<file path="src/hw/core_defines.svh">
`ifndef CORE_DEFINES_SVH
`define CORE_DEFINES_SVH

// register and operand width
`define CORE_DATA_W 16

// register file depth
`define CORE_NREGS 8

// width of DR, SR1 and SR2 fields
`define CORE_RIDX_W 3

// opcode field in instr[15:12]
`define CORE_OP_W 4

// shift-add iterations per multiply, one per product bit kept
`define CORE_MUL_STEPS 16

`endif

</file>
<file path="src/hw/core_pkg.sv">
`default_nettype none

`include "core_defines.svh"

package core_pkg;

    // supported opcodes, anything else is accepted as a no-op
    typedef enum logic [`CORE_OP_W-1:0] {
        OP_ADD = 4'b0000,
        OP_NOT = 4'b0001,
        OP_SUB = 4'b0010,
        OP_AND = 4'b0011,
        OP_OR  = 4'b0100,
        OP_XOR = 4'b0101,
        OP_MUL = 4'b0110,
        OP_SHL = 4'b1000,
        OP_SHR = 4'b1001
    } opcode_e;

    // controller states
    typedef enum logic [1:0] {
        IDLE     = 2'b00,
        EXEC     = 2'b01,
        MUL_WAIT = 2'b10,
        WRITE    = 2'b11
    } state_e;

    // instruction word, opcode in the top bits
    // for SHR the top bit of sr1 (instr[8]) selects logical (1) or arithmetic (0)
    typedef struct packed {
        opcode_e                 opcode;
        logic [`CORE_RIDX_W-1:0] dr;
        logic [`CORE_RIDX_W-1:0] sr1;
        logic                    imm_mode;
        logic [4:0]              low;
    } instr_t;

    // operation request into the ALU and the multiplier
    typedef struct packed {
        opcode_e                 op;
        logic [`CORE_DATA_W-1:0] a;
        logic [`CORE_DATA_W-1:0] b;
        logic                    shift_logical;
    } alu_req_t;

    // flat register view, register 0 in the low bits
    typedef logic [`CORE_NREGS-1:0][`CORE_DATA_W-1:0] reg_view_t;

endpackage

`default_nettype wire

</file>
<file path="src/hw/reg_file.sv">
`timescale 1ns/1ps
`default_nettype none

`include "core_defines.svh"

module reg_file (
    input  logic                    clk,
    input  logic                    rst_n,
    input  logic [`CORE_RIDX_W-1:0] rd_a_idx,
    input  logic [`CORE_RIDX_W-1:0] rd_b_idx,
    output logic [`CORE_DATA_W-1:0] rd_a_data,
    output logic [`CORE_DATA_W-1:0] rd_b_data,
    input  logic                    wr_en,
    input  logic [`CORE_RIDX_W-1:0] wr_idx,
    input  logic [`CORE_DATA_W-1:0] wr_data,
    output core_pkg::reg_view_t     regs
);

    import core_pkg::*;

    reg_view_t rf;

    // all registers are architectural state, cleared on reset
    always_ff @(posedge clk) begin
        if (!rst_n) begin
            rf <= '0;
        end else if (wr_en) begin
            rf[wr_idx] <= wr_data;
        end
    end

    // combinational read ports
    // a read of the register being written returns the old value
    always_comb begin
        rd_a_data = rf[rd_a_idx];
        rd_b_data = rf[rd_b_idx];
    end

    assign regs = rf;

endmodule

`default_nettype wire

</file>
<file path="src/hw/alu.sv">
`timescale 1ns/1ps
`default_nettype none

`include "core_defines.svh"

module alu (
    input  core_pkg::alu_req_t      req,
    output logic [`CORE_DATA_W-1:0] result
);

    import core_pkg::*;

    logic shr_fill;

    // bit shifted into the top on SHR
    assign shr_fill = req.shift_logical ? 1'b0 : req.a[`CORE_DATA_W-1];

    // everything wraps at the data width
    always_comb begin
        case (req.op)
            OP_ADD: begin
                result = req.a + req.b;
            end
            OP_SUB: begin
                result = req.a - req.b;
            end
            OP_AND: begin
                result = req.a & req.b;
            end
            OP_OR: begin
                result = req.a | req.b;
            end
            OP_XOR: begin
                result = req.a ^ req.b;
            end
            OP_NOT: begin
                result = ~req.a;
            end
            OP_SHL: begin
                // arithmetic and logical left shifts are identical
                result = {req.a[`CORE_DATA_W-2:0], 1'b0};
            end
            OP_SHR: begin
                result = {shr_fill, req.a[`CORE_DATA_W-1:1]};
            end
            default: begin
                // MUL goes to the multiplier, unsupported ops give nothing
                result = '0;
            end
        endcase
    end

endmodule

`default_nettype wire

</file>
<file path="src/hw/mul_unit.sv">
`timescale 1ns/1ps
`default_nettype none

`include "core_defines.svh"

module mul_unit (
    input  logic                    clk,
    input  logic                    rst_n,
    input  logic                    start,
    input  core_pkg::alu_req_t      req,
    output logic                    done,
    output logic [`CORE_DATA_W-1:0] product
);

    localparam int STEP_W = $clog2(`CORE_MUL_STEPS);

    logic                    running;
    logic [STEP_W-1:0]       step;
    logic [`CORE_DATA_W-1:0] mcand;
    logic [`CORE_DATA_W-1:0] mplier;

    // step counter, the load cycle already covers bit 0
    always_ff @(posedge clk) begin
        if (!rst_n) begin
            running <= 1'b0;
            step    <= '0;
            done    <= 1'b0;
        end else begin
            done <= 1'b0;
            if (start) begin
                running <= 1'b1;
                step    <= STEP_W'(`CORE_MUL_STEPS - 1);
            end else if (running) begin
                step <= step - 1'b1;
                if (step == STEP_W'(1)) begin
                    running <= 1'b0;
                    done    <= 1'b1;
                end
            end
        end
    end

    // shift-add datapath, upper product bits are dropped as they overflow
    // product holds its value until the next start
    always_ff @(posedge clk) begin
        if (start) begin
            product <= req.b[0] ? req.a : '0;
            mcand   <= {req.a[`CORE_DATA_W-2:0], 1'b0};
            mplier  <= {1'b0, req.b[`CORE_DATA_W-1:1]};
        end else if (running) begin
            if (mplier[0]) begin
                product <= product + mcand;
            end
            mcand  <= {mcand[`CORE_DATA_W-2:0], 1'b0};
            mplier <= {1'b0, mplier[`CORE_DATA_W-1:1]};
        end
    end

    // no back-pressure, so a second start would corrupt the running multiply
    a_no_start_while_running: assert property (
        @(posedge clk) disable iff (!rst_n) start |-> !running
    );

endmodule

`default_nettype wire

</file>
<file path="src/hw/exec_ctrl.sv">
`timescale 1ns/1ps
`default_nettype none

`include "core_defines.svh"

module exec_ctrl (
    input  logic                    clk,
    input  logic                    rst_n,
    input  logic                    instr_valid,
    input  core_pkg::instr_t        instr,
    output logic [`CORE_RIDX_W-1:0] rd_a_idx,
    output logic [`CORE_RIDX_W-1:0] rd_b_idx,
    input  logic [`CORE_DATA_W-1:0] rd_a_data,
    input  logic [`CORE_DATA_W-1:0] rd_b_data,
    output core_pkg::alu_req_t      req,
    input  logic [`CORE_DATA_W-1:0] alu_result,
    output logic                    mul_start,
    input  logic                    mul_done,
    input  logic [`CORE_DATA_W-1:0] mul_result,
    output logic                    wr_en,
    output logic [`CORE_RIDX_W-1:0] wr_idx,
    output logic [`CORE_DATA_W-1:0] wr_data,
    output logic                    busy,
    output logic                    done
);

    import core_pkg::*;

    state_e state;
    state_e state_d;
    instr_t instr_q;
    logic   is_alu_op;
    logic   is_shift;
    logic   is_mul;

    always_comb begin
        case (instr_q.opcode)
            OP_ADD, OP_NOT, OP_SUB, OP_AND, OP_OR, OP_XOR, OP_SHL, OP_SHR: begin
                is_alu_op = 1'b1;
            end
            default: begin
                is_alu_op = 1'b0;
            end
        endcase
    end

    assign is_shift = (instr_q.opcode == OP_SHL) || (instr_q.opcode == OP_SHR);
    assign is_mul   = (instr_q.opcode == OP_MUL);

    // shifts work in place on DR, everything else reads SR1
    assign rd_a_idx = is_shift ? instr_q.dr : instr_q.sr1;
    assign rd_b_idx = instr_q.low[`CORE_RIDX_W-1:0];

    assign req.op            = instr_q.opcode;
    assign req.a             = rd_a_data;
    assign req.b             = instr_q.imm_mode ?
                               {{(`CORE_DATA_W-5){1'b0}}, instr_q.low} : rd_b_data;
    assign req.shift_logical = instr_q.sr1[`CORE_RIDX_W-1];

    assign mul_start = (state == EXEC) && is_mul;

    // write-back lands on the edge that raises done
    assign wr_en   = ((state == EXEC) && is_alu_op) || ((state == MUL_WAIT) && mul_done);
    assign wr_idx  = instr_q.dr;
    assign wr_data = (state == MUL_WAIT) ? mul_result : alu_result;

    always_comb begin
        state_d = state;
        case (state)
            IDLE:     if (instr_valid) state_d = EXEC;
            EXEC:     state_d = is_mul ? MUL_WAIT : WRITE;
            MUL_WAIT: if (mul_done) state_d = WRITE;
            default:  state_d = IDLE;
        endcase
    end

    always_ff @(posedge clk) begin
        if (!rst_n) begin
            state <= IDLE;
        end else begin
            state <= state_d;
        end
    end

    // strobes while busy are dropped here
    always_ff @(posedge clk) begin
        if (state == IDLE && instr_valid) begin
            instr_q <= instr;
        end
    end

    assign busy = (state != IDLE);
    assign done = (state == WRITE);

    a_done_single: assert property (
        @(posedge clk) disable iff (!rst_n) done |=> !done
    );

    a_mul_done_in_wait: assert property (
        @(posedge clk) disable iff (!rst_n) mul_done |-> state == MUL_WAIT
    );

endmodule

`default_nettype wire

</file>
<file path="src/hw/exec_core.sv">
`timescale 1ns/1ps
`default_nettype none

`include "core_defines.svh"

module exec_core (
    input  logic                clk,
    input  logic                rst_n,
    input  logic                instr_valid,
    input  core_pkg::instr_t    instr,
    output logic                busy,
    output logic                done,
    output core_pkg::reg_view_t regs
);

    import core_pkg::*;

    logic [`CORE_RIDX_W-1:0] rd_a_idx;
    logic [`CORE_RIDX_W-1:0] rd_b_idx;
    logic [`CORE_DATA_W-1:0] rd_a_data;
    logic [`CORE_DATA_W-1:0] rd_b_data;
    logic                    wr_en;
    logic [`CORE_RIDX_W-1:0] wr_idx;
    logic [`CORE_DATA_W-1:0] wr_data;
    alu_req_t                req;
    logic [`CORE_DATA_W-1:0] alu_result;
    logic                    mul_start;
    logic                    mul_done;
    logic [`CORE_DATA_W-1:0] mul_result;

    exec_ctrl u_exec_ctrl (
        .clk        (clk),
        .rst_n      (rst_n),
        .instr_valid(instr_valid),
        .instr      (instr),
        .rd_a_idx   (rd_a_idx),
        .rd_b_idx   (rd_b_idx),
        .rd_a_data  (rd_a_data),
        .rd_b_data  (rd_b_data),
        .req        (req),
        .alu_result (alu_result),
        .mul_start  (mul_start),
        .mul_done   (mul_done),
        .mul_result (mul_result),
        .wr_en      (wr_en),
        .wr_idx     (wr_idx),
        .wr_data    (wr_data),
        .busy       (busy),
        .done       (done)
    );

    reg_file u_reg_file (
        .clk      (clk),
        .rst_n    (rst_n),
        .rd_a_idx (rd_a_idx),
        .rd_b_idx (rd_b_idx),
        .rd_a_data(rd_a_data),
        .rd_b_data(rd_b_data),
        .wr_en    (wr_en),
        .wr_idx   (wr_idx),
        .wr_data  (wr_data),
        .regs     (regs)
    );

    alu u_alu (
        .req   (req),
        .result(alu_result)
    );

    mul_unit u_mul_unit (
        .clk    (clk),
        .rst_n  (rst_n),
        .start  (mul_start),
        .req    (req),
        .done   (mul_done),
        .product(mul_result)
    );

endmodule

`default_nettype wire

</file>
<file path="config.mk">
export PLATFORM = sky130hd
export DESIGN_NAME = exec_core
export DESIGN_NICKNAME = d
export VERILOG_FILES = /design/src/hw/core_pkg.sv /design/src/hw/reg_file.sv /design/src/hw/alu.sv /design/src/hw/mul_unit.sv /design/src/hw/exec_ctrl.sv /design/src/hw/exec_core.sv
export VERILOG_INCLUDE_DIRS = /design/src /design/src/hw
export SDC_FILE = /design/constraint.sdc
export NUM_CORES = 1
export LEC_CHECK = 0
export BUFFER_PORTS_ARGS = -buffer_cell sky130_fd_sc_hd__buf_2
export CAP_MARGIN = 20
export CELL_PAD_IN_SITES_DETAIL_PLACEMENT = 1
export CELL_PAD_IN_SITES_GLOBAL_PLACEMENT = 1
export CORE_MARGIN = 10
export CORE_UTILIZATION = 49
export DETAILED_ROUTE_END_ITERATION = 16
export HOLD_SLACK_MARGIN = 0.1
export PLACE_DENSITY_LB_ADDON = 0.25
export SLEW_MARGIN = 20
export SYNTH_ARGS = -nofsm -noshare
export SYNTH_HDL_FRONTEND = slang
export SYNTH_SLANG_ARGS = --single-unit
</file>
<file path="constraint.sdc">
create_clock -name clk -period 8.33 [get_ports clk]
set_input_delay 2.499 -clock clk [delete_from_list [all_inputs] [get_ports clk]]
set_output_delay 2.499 -clock clk [all_outputs]
set_load 0.01 [all_outputs]
</file>
# Yosys cells after proc, flatten, opt, wreduce, memory -nomap -nowiden
# Memories as Yosys holds them, arrays and structs flattened. A register that Yosys moved wholly into a read port is not among the register bits.
# Index checks and enable logic that the tools add are counted.
word_totals:
  inputBits: 19
  romBits: 16
  n_memories: 1
  latchBits: 0
  regBits: 198
  ram_bits: 0
op_classes:
  magnitude_cmp: 4
  n_div: 0
  n_addsub: 4
  n_bitwise: 6
  shifts: 0
  n_eq_ne: 14
  muxes: 31
  reduce_logical: 15
  mul: 0
mem_list:
  columns: ["name", "words", "word_bits", "read_ports", "rd_clocked_by_memory_dff", "wr", "line", "rtl"]
  rows:
  - ["(no name shown)", 16, 1, 1, 1, 0, "exec_ctrl.sv:37", "case (instr_q.opcode)"]
ops:
  columns: ["cell", "count"]
  rows:
  - ["16-bit 2-to-1 mux", 11]
  - ["128-bit bitwise mux", 1]
  - ["16-bit one-hot mux with 8 select lines", 1]
  - ["16-bit binary-select mux with 3-bit select", 2]
  - ["16-bit demux with 3-bit select", 1]
  - ["16-bit adder", 2]
  - ["15-bit 2-to-1 mux", 2]
  - ["16-bit AND", 1]
  - ["16-bit NOT", 1]
  - ["16-bit OR", 1]
  - ["16-bit subtractor", 1]
  - ["16-bit XOR", 1]
  - ["4-bit by 3-bit == test with 1-bit output, second input constant", 3]
  - ["3-bit by 4-bit less-than comparator with 1-bit output, second input constant", 3]
  - ["4-bit 2-to-1 mux", 3]
  - ["4-bit by 1-bit == test with 1-bit output, second input constant", 2]
  - ["4-bit by 2-bit == test with 1-bit output, second input constant", 2]
  - ["4-bit == test, second input constant", 2]
  - ["1-bit 2-to-1 mux", 6]
  - ["2-bit one-hot mux with 3 select lines", 1]
  - ["2-bit nonzero test", 3]
  - ["1-bit logical AND", 5]
  - ["2-bit == test, second input constant", 2]
  - ["4-bit zero test", 1]
  - ["other kinds (12)", 16]

# Depth between registers and ports, before layout
# Gate-level depths: netlist of run 1.
logic_depth:
  depth_word: 9
  mapped_depth: 20
  mapped_depth_nobuf: 18

# Modules after synthesis
# Synthesis of run 1 repeated with hierarchy kept, for this count alone.
hier_totals:
  cells_unflattened: 1414
  area_unflattened_um2: 13863.3
by_module_without_submodules:
  columns: ["mod", "area_per_inst_um2", "seq_area_each_um2", "instances", "cells_each"]
  rows:
  - ["reg_file", 7163.1, 2562.5, 1, 705]
  - ["mul_unit", 2966.6, 1501.4, 1, 256]
  - ["alu", 2376.0, 0.0, 1, 340]
  - ["exec_ctrl", 1357.6, 540.5, 1, 113]

# Least setup slack after synthesis of run 1
# Ideal clock, no wire load.
synth_timing:
  path_type: "reg-to-reg"
  start: "register u_exec_ctrl.instr_q, in the netlist u_exec_ctrl.req[35]"
  end: "register u_reg_file.rf, in the netlist u_reg_file.regs[47]"
  setup_slack_ns: 3.827
  stages_incl_launch_ff: 17
  setup_ns: 0.125
  n_path_buf: 2
  arrival_ns: 4.378
  cell_sequence: "edfxtp_1 nor3b_4 mux2i_1 buf_2 mux4_2 mux2i_1 inv_1 ha_1 clkbuf_1 nand2_1 nor2_1 a221o_1 and2_1 o32a_1 a31oi_1 a21boi_4 o31ai_2"
synth_via:
  elab_chain_cells: 9
  elab_cells_between_ends: 22
  cone_classes: "2 x add/sub; 7 x eq/ne; 7 x mux; 4 x bitwise; 2 x reduce/logical"
synth_lines:
  columns: ["item", "line", "rtl"]
  rows:
  - ["from (decl)", "exec_ctrl.sv:31", "instr_t instr_q;"]
  - ["from (signal assigned)", "exec_ctrl.sv:88", "instr_q <= instr;"]
  - ["4-bit == test", "alu.sv:20, exec_ctrl.sv:47", null]
  - ["1-bit logical OR", "exec_ctrl.sv:47", "assign is_shift = (instr_q.opcode == OP_SHL) || (instr_q.opcode == OP_SHR);"]
  - ["3-bit 2-to-1 mux", "exec_ctrl.sv:51", "assign rd_a_idx = is_shift ? instr_q.dr : instr_q.sr1;"]
  - ["16-bit binary-select mux with 3-bit select", "reg_file.sv:35", "rd_a_data = rf[rd_a_idx];"]
  - ["16-bit 2-to-1 mux (implied by the code)", "reg_file.sv:35", null]
  - ["16-bit subtractor (tied with other cells)", "alu.sv:25", "result = req.a - req.b;"]
  - ["16-bit one-hot mux with 8 select lines (*)", "alu.sv:20", "case (req.op)"]
  - ["16-bit 2-to-1 mux (*)", "exec_ctrl.sv:65", "assign wr_data = (state == MUL_WAIT) ? mul_result : alu_result;"]
  - ["128-bit bitwise mux (*)", "reg_file.sv:28", "rf[wr_idx] <= wr_data;"]
  - ["to (signal, indexed assignment)", "reg_file.sv:28", null]
  - ["to (decl)", "reg_file.sv:21", "reg_view_t rf;"]
# Every way passes the cells marked *; elsewhere a longest branch is shown, timed or not. The select of a mux whose other input is x is not followed.
# A chain may end at the register's enable or synchronous reset.

# Final worst setup path of run 1
layout_timing:
  start: "register u_exec_ctrl.instr_q, in the netlist u_exec_ctrl.req[35]"
  end: "register u_reg_file.rf, in the netlist u_reg_file.regs[38]"
layout_via:
  elab_chain_cells: 9
  elab_cells_between_ends: 21
  cone_classes: "2 x add/sub; 7 x eq/ne; 6 x mux; 4 x bitwise; 2 x reduce/logical"
layout_lines:
  columns: ["item", "line"]
  rows:
  - ["4-bit == test", "alu.sv:20, exec_ctrl.sv:47"]
  - ["1-bit logical OR", "exec_ctrl.sv:47"]
  - ["3-bit 2-to-1 mux", "exec_ctrl.sv:51"]
  - ["16-bit binary-select mux with 3-bit select", "reg_file.sv:35"]
  - ["16-bit 2-to-1 mux (implied by the code)", "reg_file.sv:35"]
  - ["16-bit subtractor (tied with other cells)", "alu.sv:25"]
  - ["16-bit one-hot mux with 8 select lines (*)", "alu.sv:20"]
  - ["16-bit 2-to-1 mux (*)", "exec_ctrl.sv:65"]
  - ["128-bit bitwise mux (*)", "reg_file.sv:28"]
# Marks and branches as above.

==> results.ini, run 1 <==
[grt]
grt_first_pass_wirelength_um=74200
antenna_found_initial=1
number_of_global_route_vias_before_repair=12200
grt_start_max_net_pins=83
track_usage_pct=28.9
global_route_overflow=0

[hold_path]
holdCritPathClass=flop to flop

[placed_design]
port_buffers=148
detailed_place.area_mm2=0.0134
gp_congestion=0.967
placed_cells=1748
hpwl_after_dpl_um=34700

[layout]
layout.core_utilization_pct=55.9
n_antenna_cell=0
cell_count_final_fillers_out=1781
areaGrowthSynthToFinish_pct=12.4
fin_area_mm2=0.0140
total_area_of_multi_input_combinational_cells_mm2=0.00722
post_route_cells_drive_above_1_share_pct=20.5
nFillCells=2977
area.sequential_mm2=0.00460
nets=1526

[timing]
max_slew.worst_pin.slew_ps=1170
rsz_0062_raised_after_global_routing=false
timing.setup.tns_ps=0
maxSlewViolCount=0
period_minus_slack_ps=6210
period_share_pct=74.5
final_hold_viol_count=0
timing.clock.skew_ps=20.3
maxClockFrequency_mhz=161
timing.max_slew.rel_slack_pct=22.0
setup_viol=0

[clocking]
clk-insertion-delay-late_ps=460
clock-root-buffer=sky130_fd_sc_hd__clkbuf_16
cts_h_tree_lvls=4
cts_tree=yes
clk_path_buf_depth=2
cts-buffers-inserted=17
post_cts_hold_buffer_count=0
cts_post_setup_buffers_inserted=0
cts_repair_resize_count=0
clk_transition_reported_paths_ps=100
cts.sink_count=199

[critical_path]
critical_path_rt_ps=8700
cp.arrival_ps=6580
timing.critical_path.from_type=flop
crit_type=flop to flop
cp-end-kind=flop
crit_fanout=14

[logic_synthesis]
number_of_standard_cells_after_synthesis=1331
number_of_synthesized_register_bits=199
syn-mean-instance-area_um2=9.37
post_synthesis_instance_area_mm2=0.0125
synth_top_cell_by_area=sky130_fd_sc_hd__dfxtp_1
netlist_top_cells_area=sky130_fd_sc_hd__dfxtp_1 (22%), sky130_fd_sc_hd__edfxtp_1 (15%), sky130_fd_sc_hd__mux4_2 (8.7%), sky130_fd_sc_hd__ha_1 (6.7%), sky130_fd_sc_hd__nand2_1 (5.5%)
post_synth_edffs=62
asyncSetResetFlopFracSynth_pct=0
synth.top_cells.by_count=sky130_fd_sc_hd__nand2_1 (184), sky130_fd_sc_hd__dfxtp_1 (137), sky130_fd_sc_hd__a21oi_1 (115)
most_common_cell_in_the_synthesized_netlist=sky130_fd_sc_hd__nand2_1
synth_nets=1419
synth_seq_area_share_pct=36.9
dominantRegCellSynth=sky130_fd_sc_hd__dfxtp_1
synth_largest_type_area_fraction_pct=22.0
syn_warnings=0
ys_types=81

[floorplanning]
die_width_um=180
die_y_um=180
ioPinCount=149
fp.dieArea_mm2=0.0322
placementRows=58
core-area_mm2=0.0251
initial_core_util_pct=49.7

[run]
cap_viol_max_count=0

[run_status]
status=complete, no violations

[drt]
drt_first_pass_iters=5
routed_via_density=6.66
ant_nets=0
num_vias=11900
drt-total-wl_um=48700
detail_route.iter0.violations=1314
detail_route.drc_violations=0
wl_per_cell_um=27.3

[power]
p_per_area_mw_per_mm2=235
leak_pwr_nw=5.74
power.total_mw=3.30
irDropWorstVdd_mv=0.116

## area by class of cell
cell class              count  area share, %
clock inverters            15           1.43
repair buffers            173           6.62
well taps                 330           2.94
flip-flops and latches    199           32.8
clock buffers              17           3.03
inverters                  63           1.69
multi-input cells         984           51.5
## per-stage QoR
step	setup slack, ps	hold WS [ps]
floorplan	3830	496
global placement	2500	468
detailed placement	2350	480
CTS	2210	495
global route	1660	517
finish	2120	497
## registers in the layout, summed over array words and instances (netlist names), 2 cells and up
register / cells
u_mul_unit.step: 4
u_exec_ctrl.req: 5
u_exec_ctrl.rd_b_idx: 3
u_exec_ctrl.wr_idx: 3
u_exec_ctrl.instr_q: 5
u_mul_unit.mplier: 15
u_mul_unit.mcand: 15
u_exec_ctrl.state: 2
u_mul_unit.product: 16
u_reg_file.regs: 128
## worst max-delay path: stages, from the launching register on
cell	delay (ps)
sky130_fd_sc_hd__edfxtp_1	590
sky130_fd_sc_hd__nor3b_4	500
sky130_fd_sc_hd__mux2i_2	880
sky130_fd_sc_hd__mux4_2	640
sky130_fd_sc_hd__mux2i_1	480
sky130_fd_sc_hd__inv_1	170
sky130_fd_sc_hd__ha_1	390
sky130_fd_sc_hd__nor2b_1	150
sky130_fd_sc_hd__o21ai_0	220
sky130_fd_sc_hd__a21oi_1	120
sky130_fd_sc_hd__o21ai_0	330
sky130_fd_sc_hd__nor2b_1	230
sky130_fd_sc_hd__xnor2_1	190
sky130_fd_sc_hd__a21oi_1	140
sky130_fd_sc_hd__a2bb2oi_1	720
sky130_fd_sc_hd__nand2_1	150
sky130_fd_sc_hd__a21oi_1	190
## worst paths after layout
path / from / end / slack [ps] / depth (start not counted)
worst min-delay path: u_reg_file.regs[120] / u_reg_file.regs[120] / 500 / 2
worst min register to register: u_reg_file.regs[120] / u_reg_file.regs[120] / 500 / 2
worst max register to register: u_exec_ctrl.req[35] / u_reg_file.regs[38] / 2120 / 16
worst max-delay path: u_exec_ctrl.req[35] / u_reg_file.regs[38] / 2120 / 16
## report_power, final
part	internal, mW	switching (mW)
Combinational	0.412	0.837
Sequential	1.07	0.0757
Clock	0.420	0.486
Total	1.90	1.40
## cells in the final DEF (no fill, tap or decap), types with 10 or more instances in the layout
master                        n
sky130_fd_sc_hd__nand2_1    183
sky130_fd_sc_hd__a22oi_1     11
sky130_fd_sc_hd__edfxtp_1    62
sky130_fd_sc_hd__dfxtp_1    137
sky130_fd_sc_hd__mux4_2      48
sky130_fd_sc_hd__ha_1        67
sky130_fd_sc_hd__nor2_1      64
sky130_fd_sc_hd__xnor2_1     26
sky130_fd_sc_hd__mux2i_1     22
sky130_fd_sc_hd__clkbuf_16   17
sky130_fd_sc_hd__o21ai_1     14
sky130_fd_sc_hd__or3_1       16
sky130_fd_sc_hd__inv_1       61
sky130_fd_sc_hd__buf_2      148
sky130_fd_sc_hd__o22ai_1     18
sky130_fd_sc_hd__a21oi_1    115
sky130_fd_sc_hd__mux4_1      10
sky130_fd_sc_hd__nand2b_1    17
sky130_fd_sc_hd__nand3_1     51
sky130_fd_sc_hd__o31ai_1     13
sky130_fd_sc_hd__o21ai_0     97
sky130_fd_sc_hd__a2bb2oi_1   10
sky130_fd_sc_hd__nor3_1      15
sky130_fd_sc_hd__buf_4       25
sky130_fd_sc_hd__a211oi_1    22
sky130_fd_sc_hd__o211ai_1    18
## logic make-up (layout without fill, tap and decap cells)
kind of cell,count (synthesis),in the layout,synth area share [%]
flip-flops,199,199,36.9
AO/OA/AOI/OAI,395,395,20.3
XOR/XNOR,32,32,2.25
multiplexers,89,89,13.5
AND/OR/NAND/NOR,399,399,14.7
adder cells (fa/ha/maj),69,69,7.04
buffers and inverters,148,268,5.38
## layer usage
| layer | part of all wire, % | vias to the layer above | global-route usage [%] |
|---|---|---|---|
| met3 | 8.4 | 126 | 5.44 |
| met1 | 42 | 5968 | 38.5 |
| met5 | 0 | - | 0 |
| met4 | 3.2 | 0 | 9.89 |
| li1 | - | 5114 | - |
| met2 | 46 | 659 | 46.0 |
No activity file was read; power rests on OpenSTA's default activity.
==> run 2: changes to the inputs <==
--- a/config.mk
+++ b/config.mk
@@ -11,7 +11,7 @@
 export CELL_PAD_IN_SITES_DETAIL_PLACEMENT = 1
 export CELL_PAD_IN_SITES_GLOBAL_PLACEMENT = 1
 export CORE_MARGIN = 10
-export CORE_UTILIZATION = 49
+export CORE_UTILIZATION = 46
 export DETAILED_ROUTE_END_ITERATION = 16
 export HOLD_SLACK_MARGIN = 0.1
 export PLACE_DENSITY_LB_ADDON = 0.25
==> constraint.sdc (replaced) <==
create_clock -name clk -period 5.8 [get_ports clk]
set_input_delay 1.74 -clock clk [delete_from_list [all_inputs] [get_ports clk]]
set_output_delay 1.74 -clock clk [all_outputs]
set_load 0.01 [all_outputs]
==> results.ini, run 2 (synthesized netlist as in run 1, its figures left out) <==
[run_status]
status=complete, no violations  ; unchanged

[hold_path]
holdCritPathClass=flop to flop  ; unchanged

[timing]
setup_viol=0  ; unchanged
period_share_pct=92.8  ; was 74.5%
final_hold_viol_count=0  ; unchanged
timing.final.ws_setup_ps=415  ; was 2120 ps
timing.max_slew.rel_slack_pct=23.4  ; was 22.0%
maxClockFrequency_mhz=186  ; was 161 MHz
max_slew.worst_pin.slew_ps=1150  ; was 1170 ps
maxSlewViolCount=0  ; unchanged
period_minus_slack_ps=5380  ; was 6210 ps
hold_slack_final_ps=505  ; was 497 ps
timing.clock.skew_ps=21.3  ; was 20.3 ps

[power]
internal_power_component_mw=2.77  ; was 1.90 mW
combinational_cell_fraction_of_total_power_pct=38.6  ; was 37.8%
power.total_mw=4.74  ; was 3.30 mW
switchingPower_mw=1.97  ; was 1.40 mW
irDropWorstVdd_mv=0.199  ; was 0.116 mV
clkPwrFrac_pct=26.5  ; was 27.5%
p_per_area_mw_per_mm2=333  ; was 235 mW/mm^2
seqPwrFrac_pct=34.9  ; was 34.7%
p_sw_share_pct=41.6  ; was 42.4%
leak_pwr_nw=5.85  ; was 5.74 nW

[grt]
grt_first_pass_wirelength_um=72900  ; was 74200 um
antenna_found_initial=2  ; was 1
grt_start_max_net_pins=67  ; was 83
track_usage_pct=27.9  ; was 28.9%
number_of_global_route_vias_before_repair=11700  ; was 12200
global_route_overflow=0  ; unchanged

[placed_design]
port_buffers=148  ; unchanged
gp_congestion=0.937  ; was 0.967
hpwl_after_dpl_um=35200  ; was 34700 um
detailed_place.area_mm2=0.0136  ; was 0.0134 mm^2
pre_cts_slack_ps=341  ; was 2350 ps

[floorplanning]
die_width_um=185  ; was 180 um
core-area_mm2=0.0268  ; was 0.0251 mm^2
initial_core_util_pct=46.6  ; was 49.7%
fp.dieArea_mm2=0.0341  ; was 0.0322 mm^2
placementRows=60  ; was 58
die_y_um=185  ; was 180 um
ioPinCount=149  ; unchanged

[critical_path]
cp-end-kind=flop  ; unchanged
cp_num_buf_inv=3  ; was 1
max_stage_delay_cell_worst_path=sky130_fd_sc_hd__edfxtp_1  ; was sky130_fd_sc_hd__mux2i_2
critical_path_rt_ps=6150  ; was 8700 ps
cpLargestDelayFamily=compound AO/OA/AOI/OAI gates  ; was multiplexers
timing.critical_path.from_type=flop  ; unchanged
crit_fanout=25  ; was 14
crit_type=flop to flop  ; unchanged
cp.arrival_ps=5730  ; was 6580 ps
cpMostUsedCell=sky130_fd_sc_hd__o21ai_0  ; was sky130_fd_sc_hd__a21oi_1
cp_cell_instances=nor3b_4 > buf_4 > buf_4 > mux2_4 > mux4_2 > mux2i_2 > inv_1 > ha_1 > o21ai_0 > a21oi_1 > o21ai_0 > a21oi_1 > a311oi_1 > nor3_1 > o31ai_1 > o211ai_1 > o21ai_0  ; was nor3b_4 > mux2i_2 > mux4_2 > mux2i_1 > inv_1 > ha_1 > nor2b_1 > o21ai_0 > a21oi_1 > o21ai_0 > nor2b_1 > xnor2_1 > a21oi_1 > a2bb2oi_1 > nand2_1 > a21oi_1
cpPeakStageDelay_ps=610  ; was 880 ps

[layout]
post_route_cells_drive_above_1_share_pct=21.7  ; was 20.5%
final_common_cell=sky130_fd_sc_hd__nand2_1  ; unchanged
layout.core_utilization_pct=53.0  ; was 55.9%
largest_register_ffs=128  ; unchanged
areaGrowthSynthToFinish_pct=13.9  ; was 12.4%
nFillCells=3088  ; was 2977
most-common-layout-cells=sky130_fd_sc_hd__nand2_1 (183), sky130_fd_sc_hd__buf_2 (148), sky130_fd_sc_hd__dfxtp_1 (137), sky130_fd_sc_hd__a21oi_1 (115), sky130_fd_sc_hd__o21ai_0 (97)  ; unchanged
fin_area_mm2=0.0142  ; was 0.0140 mm^2
nets=1552  ; was 1526

[drt]
detail_route.iter0.violations=1364  ; was 1314
num_vias=11700  ; was 11900
drt-total-wl_um=48000  ; was 48700 um
routed_via_density=6.42  ; was 6.66
drt_first_pass_iters=7  ; was 5
detail_route.drc_violations=0  ; unchanged
wl_per_cell_um=26.4  ; was 27.3 um
ant_nets=0  ; unchanged

[clocking]
cts.sink_count=199  ; unchanged
clk_path_buf_depth=2  ; unchanged
cts-buffers-inserted=17  ; unchanged
post_cts_hold_buffer_count=0  ; unchanged
cts_h_tree_lvls=4  ; unchanged
clk-insertion-delay-late_ps=460  ; about the same
cts_tree=yes  ; unchanged
clk_transition_reported_paths_ps=90  ; was 100 ps
clock-root-buffer=sky130_fd_sc_hd__clkbuf_16  ; unchanged

[run]
cap_viol_max_count=0  ; unchanged

-- run 2: cell count changes in the layout (fill, tap and decap cells not counted), moves of 2 or more --
cell	delta
sky130_fd_sc_hd__clkinv_4	+3
sky130_fd_sc_hd__nor2_2	-2
sky130_fd_sc_hd__buf_4	+24
sky130_fd_sc_hd__clkinv_8	-2
sky130_fd_sc_hd__nor2_1	+2
sky130_fd_sc_hd__inv_12	-3
-- run 2: area by class of cell --
type | count | area, um^2 | share of cell area, %
Timing Repair Buffer | 199 | 1140 | 7.99
Clock inverter | 14 | 155 | 1.09
Antenna cell | 1 | 2.50 | 0.0176
Tap cell | 341 | 427 | 3.00
Sequential cell | 199 | 4600 | 32.4
Inverter | 63 | 236 | 1.66
Clock buffer | 18 | 429 | 3.02
Multi-Input combinational cell | 984 | 7220 | 50.8
-- run 2: final timing paths --
path	cells past startpoint	to	slack, ps	startpoint
setup / recovery	17	u_reg_file.regs[92]	420	u_exec_ctrl.req[35]
setup reg to reg	17	u_reg_file.regs[92]	420	u_exec_ctrl.req[35]
hold / removal	2	u_reg_file.regs[70]	500	u_reg_file.regs[70]
hold reg to reg	2	u_reg_file.regs[70]	500	u_reg_file.regs[70]
-- run 2: power by group through the flow --
stage               registers, mW  logic (mW)  clock network, mW
global placement             1.67        1.72                  0
floorplan                    1.62        1.23                  0
finish                       1.66        1.83               1.25
CTS                          1.65        1.79               1.25
detailed placement           1.68        1.76                  0
global route                 1.66        1.97               1.32
-- run 2: worst register-to-register path, delay by kind of cell (launching register included) --
kind / cells / cell delay (ps)
buffers and inverters: 3 / 480
AO/OA/AOI/OAI: 8 / 2090
AND/OR/NAND/NOR: 2 / 360
multiplexers: 3 / 1350
adder cells (fa/ha/maj): 1 / 410
flip-flops: 1 / 610
-- run 2: routing by layer --
metal | global-route usage [%] | routed length [um] | up-vias
li1 | - | - | 5182
met1 | 37.3 | 20300 | 5811
met2 | 44.0 | 22100 | 608
met3 | 5.91 | 4410 | 75
met4 | 9.10 | 1280 | 0
met5 | 0 | 0 | -
-- run 2: through the flow --
| step | TNS (ps) | instances |
|---|---|---|
| finish | 0 | 1819 |
| global route | -6.61 | 1818 |
| CTS | 0 | 1814 |
| detailed placement | 0 | 1782 |
| global placement | 0 | 1782 |
| floorplan | 0 | 1331 |
-- run 2: repair_timing --
action,in CTS,in global routing
setup endpoints to repair,0,24
endpoints found under the hold margin,0,0
resized for setup,0,2
buffers inserted,0,3
==> run 3: changes to the inputs <==
--- a/config.mk
+++ b/config.mk
@@ -14,7 +14,7 @@
 export CORE_UTILIZATION = 46
 export DETAILED_ROUTE_END_ITERATION = 16
 export HOLD_SLACK_MARGIN = 0.1
-export PLACE_DENSITY_LB_ADDON = 0.25
+export PLACE_DENSITY_LB_ADDON = 0.05
 export SLEW_MARGIN = 20
 export SYNTH_ARGS = -nofsm -noshare
 export SYNTH_HDL_FRONTEND = slang
==> results.ini, run 3 (synthesized netlist as in run 1, its figures left out) <==
[drt]
wl_per_cell_um=26.6  ; was 26.4 um
detail_route.drc_violations=0  ; unchanged
num_vias=11500  ; was 11700
detail_route.iter0.violations=1113  ; was 1364
drt_first_pass_iters=5  ; was 7
drt-total-wl_um=48400  ; was 48000 um
routed_via_density=6.34  ; was 6.42
ant_nets=0  ; unchanged

[hold_path]
worst_hold_path.endpoint=u_reg_file.regs[113]  ; was u_reg_file.regs[70]
holdCritPathClass=flop to flop  ; unchanged
timing.hold.worst_path_depth=2  ; unchanged
timing.hold.worst.start=u_reg_file.regs[113]  ; was u_reg_file.regs[70]

[floorplanning]
placementRows=60  ; unchanged
ioPinCount=149  ; unchanged
initial_core_util_pct=46.6  ; unchanged
core-area_mm2=0.0268  ; unchanged
die_y_um=185  ; unchanged
die_width_um=185  ; unchanged
fp.dieArea_mm2=0.0341  ; unchanged

[layout]
nets=1551  ; was 1552
n_antenna_cell=0  ; was 1
largest_register_ffs=128  ; unchanged
areaGrowthSynthToFinish_pct=14.1  ; was 13.9%
most-common-layout-cells=sky130_fd_sc_hd__nand2_1 (183), sky130_fd_sc_hd__buf_2 (148), sky130_fd_sc_hd__dfxtp_1 (137), sky130_fd_sc_hd__a21oi_1 (115), sky130_fd_sc_hd__o21ai_0 (97)  ; unchanged
post_route_cells_drive_above_1_share_pct=21.7  ; about the same
final_common_cell=sky130_fd_sc_hd__nand2_1  ; unchanged

[timing]
final_hold_viol_count=0  ; unchanged
hold_slack_final_ps=497  ; was 505 ps
timing.max_slew.rel_slack_pct=29.4  ; was 23.4%
period_minus_slack_ps=5530  ; was 5380 ps
rsz_0062_raised_after_global_routing=false
maxClockFrequency_mhz=181  ; was 186 MHz
period_share_pct=95.3  ; was 92.8%
timing.clock.skew_ps=18.1  ; was 21.3 ps
maxSlewViolCount=0  ; unchanged
timing.setup.tns_ps=0  ; unchanged
max_slew.worst_pin.slew_ps=1060  ; was 1150 ps
setup_viol=0  ; unchanged

[placed_design]
port_buffers=148  ; unchanged
gp_congestion=0.971  ; was 0.937
hpwl_after_dpl_um=35700  ; was 35200 um

[clocking]
clock-root-buffer=sky130_fd_sc_hd__clkbuf_16  ; unchanged
cts-buffers-inserted=17  ; unchanged
cts_tree=yes  ; unchanged
cts.sink_count=199  ; unchanged
clk_path_buf_depth=2  ; unchanged
post_cts_hold_buffer_count=0  ; unchanged
clk_transition_reported_paths_ps=90  ; about the same
clk-insertion-delay-late_ps=470  ; was 460 ps
cts_h_tree_lvls=4  ; unchanged

[grt]
global_route_overflow=0  ; unchanged
grt_first_pass_wirelength_um=73500  ; was 72900 um
number_of_global_route_vias_before_repair=11700  ; about the same
grt_start_max_net_pins=67  ; unchanged
antenna_found_initial=0  ; was 2
track_usage_pct=28.3  ; was 27.9%

[critical_path]
crit-reg2reg-capture=u_reg_file.regs[29]  ; was u_reg_file.regs[92]
worst-r2r-setup-slack_ps=270  ; was 420 ps
crit_type=flop to flop  ; unchanged
crit_fanout=12  ; was 25
critical_path_rt_ps=6120  ; was 6150 ps
cp.arrival_ps=5850  ; was 5730 ps
cp-end-kind=flop  ; unchanged
regToRegStartpoint=u_exec_ctrl.req[34]  ; was u_exec_ctrl.req[35]
worstRegToRegCells=15  ; was 17
timing.critical_path.from_type=flop  ; unchanged

[power]
leak_pwr_nw=5.86  ; was 5.85 nW
power.total_mw=4.79  ; was 4.74 mW
p_per_area_mw_per_mm2=337  ; was 333 mW/mm^2
irDropWorstVdd_mv=0.166  ; was 0.199 mV

[run_status]
status=complete, no violations  ; unchanged

[run]
cap_viol_max_count=0  ; unchanged

-- run 3: changes by cell type in the layout (fill, tap and decap cells not counted), moves of 2 or more --
cell	before	now
sky130_fd_sc_hd__clkinv_8	2	5
sky130_fd_sc_hd__clkinv_4	3	1
sky130_fd_sc_hd__inv_12	1	3
sky130_fd_sc_hd__inv_8	5	2
-- run 3: worst max path at each step --
stage / depth (start not counted) / end / startpoint / slack (ps)
4_1_cts: 15 / u_reg_file.regs[125] / u_exec_ctrl.req[34] / 370
2_1_floorplan: 16 / u_reg_file.regs[47] / u_exec_ctrl.req[35] / 1300
6_report: 15 / u_reg_file.regs[29] / u_exec_ctrl.req[34] / 270
3_3_place_gp: 14 / u_reg_file.regs[93] / u_exec_ctrl.req[34] / 540
3_5_place_dp: 15 / u_reg_file.regs[77] / u_exec_ctrl.req[34] / 450
5_1_grt: 17 / u_reg_file.regs[92] / u_exec_ctrl.req[34] / 6
-- run 3: stage by stage --
step	utilization [%]	setup slack (ps)	instances	area, um^2
floorplan	-	1300	1331	12500
detailed placement	50.6	451	1780	13600
global route	53.1	5.86	1817	14200
global placement	50.6	545	1779	13600
CTS	53.0	375	1812	14200
finish	53.1	270	1817	14200
-- run 3: final cells by class --
cell class	count	area (um^2)
multi-input combinational	984	7220
timing repair buffer	198	1130
clock buffer	18	439
sequential	199	4600
tap	341	427
clock inverter	14	188
inverter	63	236
fill	3130	12600
-- run 3: routing by layer --
layer,vias to the layer above,track usage [%],share of wire (%)
li1,5172,-,-
met1,5808,37.5,44
met2,455,45.1,47
met3,86,5.69,6.8
met4,0,9.40,2.8
met5,-,0,0
-- run 3: repair_timing --
| item | in CTS | in global routing |
|---|---|---|
| endpoints found under the setup margin | 0 | 3 |
| buffers inserted | 0 | 5 |
| resized for setup | 0 | 1 |
-- run 3: critical path, stage by stage, from the launching register on --
cell and delay (ps):
sky130_fd_sc_hd__edfxtp_1 570, sky130_fd_sc_hd__nor3b_4 510, sky130_fd_sc_hd__mux2i_2 260, sky130_fd_sc_hd__buf_4 270
sky130_fd_sc_hd__mux4_2 550, sky130_fd_sc_hd__mux2i_2 480, sky130_fd_sc_hd__inv_1 140, sky130_fd_sc_hd__ha_1 410
sky130_fd_sc_hd__a21o_1 190, sky130_fd_sc_hd__a21oi_1 140, sky130_fd_sc_hd__o21bai_1 80, sky130_fd_sc_hd__a221o_1 310
sky130_fd_sc_hd__and2_1 180, sky130_fd_sc_hd__o32a_1 420, sky130_fd_sc_hd__a311oi_2 690, sky130_fd_sc_hd__a21oi_1 150
-- run 3: report_power, final --
part	leakage, nW	switching, mW	total [mW]	internal, mW
logic	3.89	1.19	1.84	0.645
registers	1.67	0.104	1.64	1.54
clock network	0.303	0.705	1.31	0.609
